===== config.mk =====
export PLATFORM = sky130hd
export DESIGN_NAME = spiMaster
export DESIGN_NICKNAME = d
export VERILOG_FILES = /design/src/source/spiPkg.sv /design/src/source/readWriteSPIWireData.sv /design/src/source/sendCmd.sv /design/src/source/spiCtrl.sv /design/src/source/spiMaster.sv /design/src/source/spiMasterRegs.sv /design/src/source/spiTxRxData.sv
export SDC_FILE = /design/constraint.sdc
export NUM_CORES = 1
export LEC_CHECK = 0
export BUFFER_PORTS_ARGS = -buffer_cell sky130_fd_sc_hd__buf_2
export CAP_MARGIN = 20
export CORE_ASPECT_RATIO = 0.8
export CORE_MARGIN = 2
export CORE_UTILIZATION = 55
export CTS_CLUSTER_SIZE = 40
export DETAILED_ROUTE_END_ITERATION = 6
export GPL_ROUTABILITY_DRIVEN = 0
export PLACE_DENSITY_LB_ADDON = 0.08
export SKIP_LAST_GASP = 1
export SLEW_MARGIN = 25
export SYNTH_ARGS = -nofsm -noshare
export SYNTH_HDL_FRONTEND = slang
export SYNTH_HIERARCHICAL = 1
export SYNTH_SLANG_ARGS = --single-unit
export TNS_END_PERCENT = 20

===== constraint.sdc =====
create_clock -name clk_i -period 2.9 [get_ports clk_i]
set_input_delay 0.435 -clock clk_i [delete_from_list [all_inputs] [get_ports clk_i]]
set_output_delay 0.435 -clock clk_i [all_outputs]
set_load 0.1 [all_outputs]

===== src/source/spiPkg.sv =====
package spiPkg;

  typedef logic [7:0] spiByte_t;
  typedef logic [17:0] busWord_t;
  typedef logic [2:0] regAddr_t;

  typedef enum logic [1:0] {
    TRANS_NONE,
    TRANS_INIT,
    TRANS_DIRECT,
    TRANS_CMD
  } transType_t;

  // Bus register map
  localparam regAddr_t REG_CTRL     = 3'd0;
  localparam regAddr_t REG_TXDATA   = 3'd1;
  localparam regAddr_t REG_RXDATA   = 3'd2;
  localparam regAddr_t REG_CLKDELAY = 3'd3;
  localparam regAddr_t REG_CMD      = 3'd4;
  localparam regAddr_t REG_ARGHI    = 3'd5;
  localparam regAddr_t REG_ARGLO    = 3'd6;
  localparam regAddr_t REG_RESP     = 3'd7;

  // SD card in SPI mode
  localparam spiByte_t SLOW_SPI_CLK_DELAY = 8'd16;
  localparam int unsigned INIT_BYTES = 10;
  localparam int unsigned RESP_TOUT_BYTES = 8;
  localparam spiByte_t IDLE_BYTE = 8'hFF;

endpackage


===== src/source/readWriteSPIWireData.sv =====
`timescale 1ns/1ps

module readWriteSPIWireData (
  input  logic             clk_i,
  input  logic             rst_i,
  input  spiPkg::spiByte_t clkDelay_i,
  input  spiPkg::spiByte_t txData_i,
  input  logic             txDataFull_i,
  output logic             txDataFullClr_o,
  output spiPkg::spiByte_t rxData_o,
  output logic             rxDataRdySet_o,
  output logic             spiClkOut_o,
  output logic             spiDataOut_o,
  input  logic             spiDataIn_i
);
  import spiPkg::*;

  logic shifting;
  spiByte_t divCnt;
  logic [3:0] edgeCnt;
  spiByte_t txShift;
  spiByte_t rxShift;
  logic halfTick;

  // One SPI clock edge every clkDelay+1 cycles
  assign halfTick = shifting && (divCnt >= clkDelay_i);

  always_ff @(posedge clk_i) begin
    if (rst_i) begin
      shifting <= 1'b0;
      divCnt <= '0;
      edgeCnt <= '0;
      txDataFullClr_o <= 1'b0;
      rxDataRdySet_o <= 1'b0;
      spiClkOut_o <= 1'b0;
      spiDataOut_o <= 1'b1;
    end else begin
      txDataFullClr_o <= 1'b0;
      rxDataRdySet_o <= 1'b0;
      if (!shifting) begin
        divCnt <= '0;
        edgeCnt <= '0;
        if (txDataFull_i && !txDataFullClr_o) begin
          // MSB goes out before the first rising edge
          shifting <= 1'b1;
          txDataFullClr_o <= 1'b1;
          spiDataOut_o <= txData_i[7];
        end
      end else if (halfTick) begin
        divCnt <= '0;
        edgeCnt <= edgeCnt + 4'd1;
        spiClkOut_o <= ~edgeCnt[0];
        if (edgeCnt == 4'd15) begin
          shifting <= 1'b0;
          rxDataRdySet_o <= 1'b1;
          spiDataOut_o <= 1'b1;
        end else if (edgeCnt[0]) begin
          spiDataOut_o <= txShift[6];
        end
      end else begin
        divCnt <= divCnt + 8'd1;
      end
    end
  end

  // Data path, sample on rising and shift on falling
  always_ff @(posedge clk_i) begin
    if (!shifting && txDataFull_i) begin
      txShift <= txData_i;
    end else if (halfTick && edgeCnt[0]) begin
      txShift <= {txShift[6:0], IDLE_BYTE[0]};
    end
    if (halfTick && !edgeCnt[0]) begin
      rxShift <= {rxShift[6:0], spiDataIn_i};
    end
    if (halfTick && edgeCnt == 4'd15) begin
      rxData_o <= rxShift;
    end
  end

endmodule


===== src/source/sendCmd.sv =====
`timescale 1ns/1ps

module sendCmd (
  input  logic             clk_i,
  input  logic             rst_i,
  input  logic             sendCmdReq_i,
  output logic             sendCmdRdy_o,
  input  spiPkg::spiByte_t cmdByte_i,
  input  logic [31:0]      cmdArg_i,
  output spiPkg::spiByte_t respByte_o,
  output logic             respTout_o,
  output spiPkg::spiByte_t txData_o,
  output logic             txDataWen_o,
  input  logic             txDataFull_i,
  input  spiPkg::spiByte_t rxData_i,
  input  logic             rxDataRdy_i,
  output logic             rxDataRdyClr_o
);
  import spiPkg::*;

  typedef enum logic [2:0] {
    ST_IDLE,
    ST_SEND,
    ST_SEND_WAIT,
    ST_POLL,
    ST_POLL_WAIT
  } cmdState_t;

  cmdState_t state;
  logic [2:0] byteCnt;
  logic [3:0] pollCnt;
  logic [6:0] crc;
  spiByte_t curByte;

  // CRC7, polynomial x^7 + x^3 + 1, MSB first
  function automatic logic [6:0] crc7Byte(input logic [6:0] crcIn, input spiByte_t data);
    logic [6:0] c;
    logic fb;
    c = crcIn;
    for (int i = 7; i >= 0; i--) begin
      fb = c[6] ^ data[i];
      c = {c[5:0], 1'b0} ^ (fb ? 7'h09 : 7'h00);
    end
    return c;
  endfunction

  always_comb begin
    case (byteCnt)
      3'd0:    curByte = {2'b01, cmdByte_i[5:0]};
      3'd1:    curByte = cmdArg_i[31:24];
      3'd2:    curByte = cmdArg_i[23:16];
      3'd3:    curByte = cmdArg_i[15:8];
      3'd4:    curByte = cmdArg_i[7:0];
      default: curByte = {crc, 1'b1};
    endcase
  end

  always_ff @(posedge clk_i) begin
    if (rst_i) begin
      state <= ST_IDLE;
      sendCmdRdy_o <= 1'b1;
      respTout_o <= 1'b0;
      txDataWen_o <= 1'b0;
      rxDataRdyClr_o <= 1'b0;
      byteCnt <= '0;
      pollCnt <= '0;
      crc <= '0;
    end else begin
      txDataWen_o <= 1'b0;
      rxDataRdyClr_o <= 1'b0;
      case (state)
        ST_IDLE: begin
          if (sendCmdReq_i) begin
            sendCmdRdy_o <= 1'b0;
            respTout_o <= 1'b0;
            byteCnt <= '0;
            crc <= '0;
            state <= ST_SEND;
          end
        end
        ST_SEND: begin
          if (!txDataFull_i) begin
            txData_o <= curByte;
            txDataWen_o <= 1'b1;
            if (byteCnt != 3'd5) begin
              crc <= crc7Byte(crc, curByte);
            end
            state <= ST_SEND_WAIT;
          end
        end
        ST_SEND_WAIT: begin
          if (rxDataRdy_i) begin
            rxDataRdyClr_o <= 1'b1;
            pollCnt <= '0;
            byteCnt <= byteCnt + 3'd1;
            state <= (byteCnt == 3'd5) ? ST_POLL : ST_SEND;
          end
        end
        ST_POLL: begin
          if (!txDataFull_i) begin
            txData_o <= IDLE_BYTE;
            txDataWen_o <= 1'b1;
            state <= ST_POLL_WAIT;
          end
        end
        ST_POLL_WAIT: begin
          if (rxDataRdy_i) begin
            rxDataRdyClr_o <= 1'b1;
            pollCnt <= pollCnt + 4'd1;
            // R1 starts with a zero bit
            if (!rxData_i[7]) begin
              respByte_o <= rxData_i;
              sendCmdRdy_o <= 1'b1;
              state <= ST_IDLE;
            end else if (pollCnt == 4'(RESP_TOUT_BYTES - 1)) begin
              respByte_o <= IDLE_BYTE;
              respTout_o <= 1'b1;
              sendCmdRdy_o <= 1'b1;
              state <= ST_IDLE;
            end else begin
              state <= ST_POLL;
            end
          end
        end
        default: state <= ST_IDLE;
      endcase
    end
  end

endmodule


===== src/source/spiCtrl.sv =====
`timescale 1ns/1ps

module spiCtrl (
  input  logic               clk_i,
  input  logic               rst_i,
  input  spiPkg::transType_t transType_i,
  input  logic               start_i,
  input  spiPkg::spiByte_t   directTxData_i,
  output logic               busy_o,
  output logic               spiCS_n_o,
  output logic               sendCmdReq_o,
  input  logic               sendCmdRdy_i,
  output spiPkg::spiByte_t   txData_o,
  output logic               txDataWen_o,
  input  logic               txDataFull_i,
  input  logic               rxDataRdy_i,
  output logic               rxDataRdyClr_o
);
  import spiPkg::*;

  typedef enum logic [2:0] {
    ST_IDLE,
    ST_BYTE_WR,
    ST_BYTE_WAIT,
    ST_CMD_REQ,
    ST_CMD_WAIT
  } ctrlState_t;

  ctrlState_t state;
  logic [3:0] byteCnt;
  logic isInit;

  always_ff @(posedge clk_i) begin
    if (rst_i) begin
      state <= ST_IDLE;
      byteCnt <= '0;
      isInit <= 1'b0;
      busy_o <= 1'b0;
      spiCS_n_o <= 1'b1;
      sendCmdReq_o <= 1'b0;
      txDataWen_o <= 1'b0;
      rxDataRdyClr_o <= 1'b0;
    end else begin
      sendCmdReq_o <= 1'b0;
      txDataWen_o <= 1'b0;
      rxDataRdyClr_o <= 1'b0;
      case (state)
        ST_IDLE: begin
          byteCnt <= '0;
          if (start_i) begin
            case (transType_i)
              TRANS_INIT: begin
                // Card wake-up clocks with CS deasserted
                busy_o <= 1'b1;
                isInit <= 1'b1;
                txData_o <= IDLE_BYTE;
                state <= ST_BYTE_WR;
              end
              TRANS_DIRECT: begin
                busy_o <= 1'b1;
                isInit <= 1'b0;
                spiCS_n_o <= 1'b0;
                txData_o <= directTxData_i;
                state <= ST_BYTE_WR;
              end
              TRANS_CMD: begin
                busy_o <= 1'b1;
                spiCS_n_o <= 1'b0;
                state <= ST_CMD_REQ;
              end
              default: ;
            endcase
          end
        end
        ST_BYTE_WR: begin
          if (!txDataFull_i) begin
            txDataWen_o <= 1'b1;
            state <= ST_BYTE_WAIT;
          end
        end
        ST_BYTE_WAIT: begin
          if (rxDataRdy_i) begin
            rxDataRdyClr_o <= 1'b1;
            byteCnt <= byteCnt + 4'd1;
            if (!isInit || byteCnt == 4'(INIT_BYTES - 1)) begin
              busy_o <= 1'b0;
              spiCS_n_o <= 1'b1;
              state <= ST_IDLE;
            end else begin
              state <= ST_BYTE_WR;
            end
          end
        end
        ST_CMD_REQ: begin
          sendCmdReq_o <= 1'b1;
          state <= ST_CMD_WAIT;
        end
        ST_CMD_WAIT: begin
          // Ready is still high in the cycle the request is out
          if (sendCmdRdy_i && !sendCmdReq_o) begin
            busy_o <= 1'b0;
            spiCS_n_o <= 1'b1;
            state <= ST_IDLE;
          end
        end
        default: state <= ST_IDLE;
      endcase
    end
  end

endmodule


===== src/source/spiMaster.sv =====
`timescale 1ns/1ps

module spiMaster (
  input  logic             clk_i,
  input  logic             rst_i,
  input  spiPkg::regAddr_t address_i,
  input  spiPkg::busWord_t data_i,
  output spiPkg::busWord_t data_o,
  input  logic             select_i,
  input  logic             we_i,
  output logic             spiClkOut_o,
  input  logic             spiDataIn_i,
  output logic             spiDataOut_o,
  output logic             spiCS_n_o
);
  import spiPkg::*;

  transType_t transType;
  logic startStrobe;
  logic busy;
  logic sdInit;
  spiByte_t directTxData;
  spiByte_t clkDelayFromRegs;
  spiByte_t spiClkDelay;
  spiByte_t cmdByte;
  logic [31:0] cmdArg;
  spiByte_t respByte;
  logic respTout;
  logic sendCmdReq;
  logic sendCmdRdy;
  logic spiCS_nFromSpiCtrl;
  spiByte_t txDataFromSpiCtrl;
  logic txDataWenFromSpiCtrl;
  logic rxDataRdyClrFromSpiCtrl;
  spiByte_t txDataFromSendCmd;
  logic txDataWenFromSendCmd;
  logic rxDataRdyClrFromSendCmd;
  spiByte_t txDataToWire;
  logic txDataFull;
  logic txDataFullClr;
  spiByte_t rxDataFromWire;
  logic rxDataRdySet;
  spiByte_t rxData;
  logic rxDataRdy;

  // CS is also held low while the command sender is active
  assign spiCS_n_o = spiCS_nFromSpiCtrl & sendCmdRdy;
  assign spiClkDelay = sdInit ? SLOW_SPI_CLK_DELAY : clkDelayFromRegs;

  spiMasterRegs u_spiMasterRegs (
    .clk_i(clk_i), .rst_i(rst_i),
    .address_i(address_i), .data_i(data_i), .data_o(data_o),
    .select_i(select_i), .we_i(we_i),
    .busy_i(busy), .respByte_i(respByte), .respTout_i(respTout),
    .rxData_i(rxData),
    .transType_o(transType), .start_o(startStrobe),
    .txData_o(directTxData), .clkDelay_o(clkDelayFromRegs),
    .cmdByte_o(cmdByte), .cmdArg_o(cmdArg), .sdInit_o(sdInit)
  );

  spiCtrl u_spiCtrl (
    .clk_i(clk_i), .rst_i(rst_i),
    .transType_i(transType), .start_i(startStrobe),
    .directTxData_i(directTxData), .busy_o(busy),
    .spiCS_n_o(spiCS_nFromSpiCtrl),
    .sendCmdReq_o(sendCmdReq), .sendCmdRdy_i(sendCmdRdy),
    .txData_o(txDataFromSpiCtrl), .txDataWen_o(txDataWenFromSpiCtrl),
    .txDataFull_i(txDataFull), .rxDataRdy_i(rxDataRdy),
    .rxDataRdyClr_o(rxDataRdyClrFromSpiCtrl)
  );

  sendCmd u_sendCmd (
    .clk_i(clk_i), .rst_i(rst_i),
    .sendCmdReq_i(sendCmdReq), .sendCmdRdy_o(sendCmdRdy),
    .cmdByte_i(cmdByte), .cmdArg_i(cmdArg),
    .respByte_o(respByte), .respTout_o(respTout),
    .txData_o(txDataFromSendCmd), .txDataWen_o(txDataWenFromSendCmd),
    .txDataFull_i(txDataFull), .rxData_i(rxData), .rxDataRdy_i(rxDataRdy),
    .rxDataRdyClr_o(rxDataRdyClrFromSendCmd)
  );

  // Third requester slot is free for a block transfer engine
  spiTxRxData u_spiTxRxData (
    .clk_i(clk_i), .rst_i(rst_i),
    .tx1Data_i(txDataFromSendCmd), .tx1Wen_i(txDataWenFromSendCmd),
    .tx2Data_i(txDataFromSpiCtrl), .tx2Wen_i(txDataWenFromSpiCtrl),
    .tx3Data_i(IDLE_BYTE), .tx3Wen_i(1'b0),
    .txDataOut_o(txDataToWire), .txDataFull_o(txDataFull),
    .txDataFullClr_i(txDataFullClr),
    .rxData_i(rxDataFromWire), .rxDataRdySet_i(rxDataRdySet),
    .rxDataOut_o(rxData), .rxDataRdy_o(rxDataRdy),
    .rx1Clr_i(rxDataRdyClrFromSendCmd), .rx2Clr_i(rxDataRdyClrFromSpiCtrl),
    .rx3Clr_i(1'b0)
  );

  readWriteSPIWireData u_readWriteSPIWireData (
    .clk_i(clk_i), .rst_i(rst_i),
    .clkDelay_i(spiClkDelay),
    .txData_i(txDataToWire), .txDataFull_i(txDataFull),
    .txDataFullClr_o(txDataFullClr),
    .rxData_o(rxDataFromWire), .rxDataRdySet_o(rxDataRdySet),
    .spiClkOut_o(spiClkOut_o), .spiDataOut_o(spiDataOut_o),
    .spiDataIn_i(spiDataIn_i)
  );

endmodule


===== src/source/spiMasterRegs.sv =====
`timescale 1ns/1ps

module spiMasterRegs (
  input  logic               clk_i,
  input  logic               rst_i,
  input  spiPkg::regAddr_t   address_i,
  input  spiPkg::busWord_t   data_i,
  output spiPkg::busWord_t   data_o,
  input  logic               select_i,
  input  logic               we_i,
  input  logic               busy_i,
  input  spiPkg::spiByte_t   respByte_i,
  input  logic               respTout_i,
  input  spiPkg::spiByte_t   rxData_i,
  output spiPkg::transType_t transType_o,
  output logic               start_o,
  output spiPkg::spiByte_t   txData_o,
  output spiPkg::spiByte_t   clkDelay_o,
  output spiPkg::spiByte_t   cmdByte_o,
  output logic [31:0]        cmdArg_o,
  output logic               sdInit_o
);
  import spiPkg::*;

  logic writeEn;
  logic [15:0] argHi;
  logic [15:0] argLo;

  assign writeEn = select_i & we_i;
  assign cmdArg_o = {argHi, argLo};

  // Init runs from the start pulse until busy drops
  assign sdInit_o = (transType_o == TRANS_INIT) & (busy_i | start_o);

  always_ff @(posedge clk_i) begin
    if (rst_i) begin
      transType_o <= TRANS_NONE;
      start_o <= 1'b0;
      clkDelay_o <= 8'd1;
    end else begin
      start_o <= 1'b0;
      if (writeEn && address_i == REG_CTRL && !busy_i && !start_o) begin
        transType_o <= transType_t'(data_i[1:0]);
        start_o <= 1'b1;
      end
      if (writeEn && address_i == REG_CLKDELAY) begin
        clkDelay_o <= data_i[7:0];
      end
    end
  end

  always_ff @(posedge clk_i) begin
    if (writeEn) begin
      case (address_i)
        REG_TXDATA: txData_o <= data_i[7:0];
        REG_CMD:    cmdByte_o <= data_i[7:0];
        REG_ARGHI:  argHi <= data_i[15:0];
        REG_ARGLO:  argLo <= data_i[15:0];
        default: ;
      endcase
    end
  end

  always_comb begin
    data_o = '0;
    if (select_i) begin
      case (address_i)
        REG_CTRL:     data_o = {16'd0, respTout_i, busy_i};
        REG_TXDATA:   data_o = {10'd0, txData_o};
        REG_RXDATA:   data_o = {10'd0, rxData_i};
        REG_CLKDELAY: data_o = {10'd0, clkDelay_o};
        REG_CMD:      data_o = {10'd0, cmdByte_o};
        REG_ARGHI:    data_o = {2'd0, argHi};
        REG_ARGLO:    data_o = {2'd0, argLo};
        REG_RESP:     data_o = {10'd0, respByte_i};
        default:      data_o = '0;
      endcase
    end
  end

endmodule


===== src/source/spiTxRxData.sv =====
`timescale 1ns/1ps

module spiTxRxData (
  input  logic             clk_i,
  input  logic             rst_i,
  input  spiPkg::spiByte_t tx1Data_i,
  input  logic             tx1Wen_i,
  input  spiPkg::spiByte_t tx2Data_i,
  input  logic             tx2Wen_i,
  input  spiPkg::spiByte_t tx3Data_i,
  input  logic             tx3Wen_i,
  output spiPkg::spiByte_t txDataOut_o,
  output logic             txDataFull_o,
  input  logic             txDataFullClr_i,
  input  spiPkg::spiByte_t rxData_i,
  input  logic             rxDataRdySet_i,
  output spiPkg::spiByte_t rxDataOut_o,
  output logic             rxDataRdy_o,
  input  logic             rx1Clr_i,
  input  logic             rx2Clr_i,
  input  logic             rx3Clr_i
);

  // Fixed priority, writer 1 first
  always_ff @(posedge clk_i) begin
    if (tx1Wen_i) begin
      txDataOut_o <= tx1Data_i;
    end else if (tx2Wen_i) begin
      txDataOut_o <= tx2Data_i;
    end else if (tx3Wen_i) begin
      txDataOut_o <= tx3Data_i;
    end
    if (rxDataRdySet_i) begin
      rxDataOut_o <= rxData_i;
    end
  end

  always_ff @(posedge clk_i) begin
    if (rst_i) begin
      txDataFull_o <= 1'b0;
      rxDataRdy_o <= 1'b0;
    end else begin
      if (tx1Wen_i || tx2Wen_i || tx3Wen_i) begin
        txDataFull_o <= 1'b1;
      end else if (txDataFullClr_i) begin
        txDataFull_o <= 1'b0;
      end
      if (rxDataRdySet_i) begin
        rxDataRdy_o <= 1'b1;
      end else if (rx1Clr_i || rx2Clr_i || rx3Clr_i) begin
        rxDataRdy_o <= 1'b0;
      end
    end
  end

endmodule


==> results.txt <==
CTS tree - done
commonest non-fill, non-tap cell in the layout - edfxtp_1
first-pass GRT wire length - 31,400 um
maxcap violations - 0
GR Util All Layers - 24.95%
Async SR Flop Fraction - 0%
Tmin final - 2.689 ns
Post-Syn Instances - 788
grt ovf - 0
setup violators final - 0
CTS root buf - clkbuf_16
# clock sinks - 175
fin crit share - 92.73%
Final #Nets - 887
Chip Height - 115.0 um
post-synthesis sequential area ratio - 54.52%
Setup CP Type - reg -> reg
RSZ-0062 raised after global routing - false
vias in the first global route - 6,128
CTS Buf Count - 17
vias per cell - 5.915
Routed WL - 19,440 um
commonest non-fill, non-tap cells in the layout - 111 x edfxtp_1, 70 x nor2_1, 68 x nand2_1
Worst Setup Start Kind - flop
Clock Skew - 0.01345 ns
Boundary Pins - 47
die extent in x - 142.7 um
layout cell share with drive strength beyond 1 - 15.94%
# rows - 40
routed via count - 6,163
initial cell density of the core - 56.37%
Post-CTS Hold Buffers - 0
mean routed wirelength per cell - 18.66 um
placeable core region - 15,010 um2
slew margin rel. - 37.28%
DRC - 0
setup TNS - 0 ns
Final Cell Area - 9773 um2
HP Class - in -> reg
antenna diode count - 0
Post-DP Area - 9158 um2
post-DP HPWL - 14,220 um
Worst EP arrival - 2.82 ns
CTS H-Tree Depth - 4
Synth Cell Area - 8463 um2
mean area per synthesized cell - 10.74 um2
Yosys reg bits - 175
area grow syn2layout - 15.48%
EDFF count, synth - 111
initial antenna violation count - 0
Worst-path clk slew - 0.07 ns
peak supply drop - 0.0005610 V
IO Port Bufs - 42
largest net degree at the start of global routing - 35
Worst Tran Pin Value - 0.9336 ns
critical path required time - 3.03 ns
Final Hold Fails - 0
pwr dens - 599.2 nW/um2
Crit. End Element - flop
top_reg_cell synth - edfxtp_1
Leak Pwr - 3.481 nW
worst-skew pair later-pin latency - 0.43 ns
FMAX - 0.3718 GHz
Starting DRT DRC Count - 724
Hold WS - 0.1739 ns
Worst Path Max Fanout - 8
drt first pass iters - 6
Max Slew Vio Count - 0
Max clock buf depth - 2
Ys Warns - 6
status - complete, no violations
Synth cell types - 81
die area - 16,400 um2
antenna-violating nets left - 0
-- sequential cells by signal (all words and copies together), names as in the netlist, 7 cells and up --
register / count
u_readWriteSPIWireData/txShift: 7
u_spiCtrl/txData_o: 8
u_spiMasterRegs/cmdByte_o: 8
u_spiMasterRegs/txData_o: 8
u_sendCmd/txData_o: 8
u_sendCmd/crc: 7
u_readWriteSPIWireData/rxData_o: 8
u_spiTxRxData/rxDataOut_o: 8
u_readWriteSPIWireData/divCnt: 8
u_spiMasterRegs/argHi: 16
u_spiMasterRegs/argLo: 16
u_readWriteSPIWireData/rxShift: 8
u_sendCmd/respByte_o: 8
u_spiMasterRegs/clkDelay_o: 8
u_spiTxRxData/txDataOut_o: 8
-- power breakdown --
part	internal [W]	switching, W
Clock	0.00131	0.00103
Sequential	0.00275	0.000106
Combinational	0.000240	0.000418
-- synth_stat cells, types with 4 or more instances --
library cell / number / share of area [%]
a41oi_1: 4 / 0.41
a22oi_1: 18 / 1.6
nor2b_1: 22 / 1.6
nor3b_1: 6 / 0.53
nand3_1: 32 / 1.9
a21oi_1: 35 / 2.1
or2_2: 10 / 0.74
mux2i_1: 33 / 3.9
and3_1: 4 / 0.30
clkbuf_1: 15 / 0.67
nor2_1: 71 / 3.1
mux2_2: 6 / 0.80
o21ai_1: 9 / 0.53
xnor2_1: 7 / 0.72
nand3b_1: 5 / 0.44
xor2_1: 10 / 1.0
nor3_1: 15 / 0.89
o21a_1: 5 / 0.44
and2_1: 10 / 0.74
dfxtp_1: 64 / 15
nand4_1: 4 / 0.30
nand2_1: 68 / 3.0
ha_1: 21 / 3.1
nand2b_1: 23 / 1.7
a32oi_1: 7 / 0.72
buf_4: 5 / 0.44
inv_1: 29 / 1.3
o21ai_0: 35 / 2.1
edfxtp_1: 111 / 39
buf_2: 17 / 1.0
or3_1: 5 / 0.37
a211o_1: 5 / 0.52
-- cell families (layout without fill, tap and decap cells) --
kind of cell / after synthesis / count (layout) / synth area share [%]
and+or+nand+nor: 295 / 295 / 17.62
DFF: 175 / 175 / 54.52
AOI/OAI and AO/OA: 164 / 164 / 13.54
buffers and inverters: 70 / 126 / 3.755
muxes: 42 / 42 / 5.367
adders and majority gates: 21 / 21 / 3.105
xor gates and xnor gates: 18 / 18 / 1.952
other: 3 / 12 / 0.1330
-- metal layers --
metal	vias to the layer above	global-route usage, %	wire [um]
met5	-	0	0
met4	0	7.789	310
met3	21	5.789	1336
met2	217	40.83	9099
met1	2954	33.44	8693
li1	2971	-	-
-- worst paths after layout --
check | end | startpoint | depth (start not counted) | slack [ns]
min | u_readWriteSPIWireData/rxShift[0] | spiDataIn_i | 1 | 0.17
max | u_readWriteSPIWireData/txShift[3] | u_spiMasterRegs/transType_o[1] | 9 | 0.21
max reg2reg | u_readWriteSPIWireData/txShift[3] | u_spiMasterRegs/transType_o[1] | 9 | 0.21
min reg2reg | u_spiTxRxData/rxDataOut_o[1] | u_readWriteSPIWireData/rxData_o[1] | 0 | 0.42
-- stage by stage --
| step | instances | power (W) | util, % | setup WS, ns |
|---|---|---|---|---|
| after global placement | 1010 | 0.003533 | 60.99 | 0.2441 |
| after global routing | 1042 | 0.006075 | 65.09 | 0.002656 |
| after detailed placement | 1010 | 0.003557 | 60.99 | 0.1785 |
| after floorplan | 797 | 0.003360 | - | -0.5251 |
| after CTS | 1042 | 0.005895 | 65.08 | 0.1770 |
| final | 1042 | 0.005856 | 65.09 | 0.2107 |
-- critical path, cell delays in order, from the launching register on --
cell	delay, ns
dfxtp_1	0.36
nor3b_1	0.29
buf_4	0.21
nor2b_1	0.05
ha_1	0.27
nand2b_1	0.15
a2111o_1	0.46
a32o_1	0.31
nand2_1	0.10
nand2_1	0.18
-- what timing repair did --
action	in CTS	in global routing
endpoints found under the setup margin	0	8
endpoints found under the hold margin	0	0
gates resized for setup	0	1
setup buffers	0	0
-- area by class of cell --
class | instances | area, um2
clock buffers | 17 | 425.4
clock inverters | 15 | 187.7
fillers | 1167 | 5241
inverters | 29 | 108.9
multi-input cells | 552 | 3577
flip-flops and latches | 175 | 4614
well taps | 189 | 236.5
repair buffers | 65 | 623.1
(Power assumes the default switching activity.)
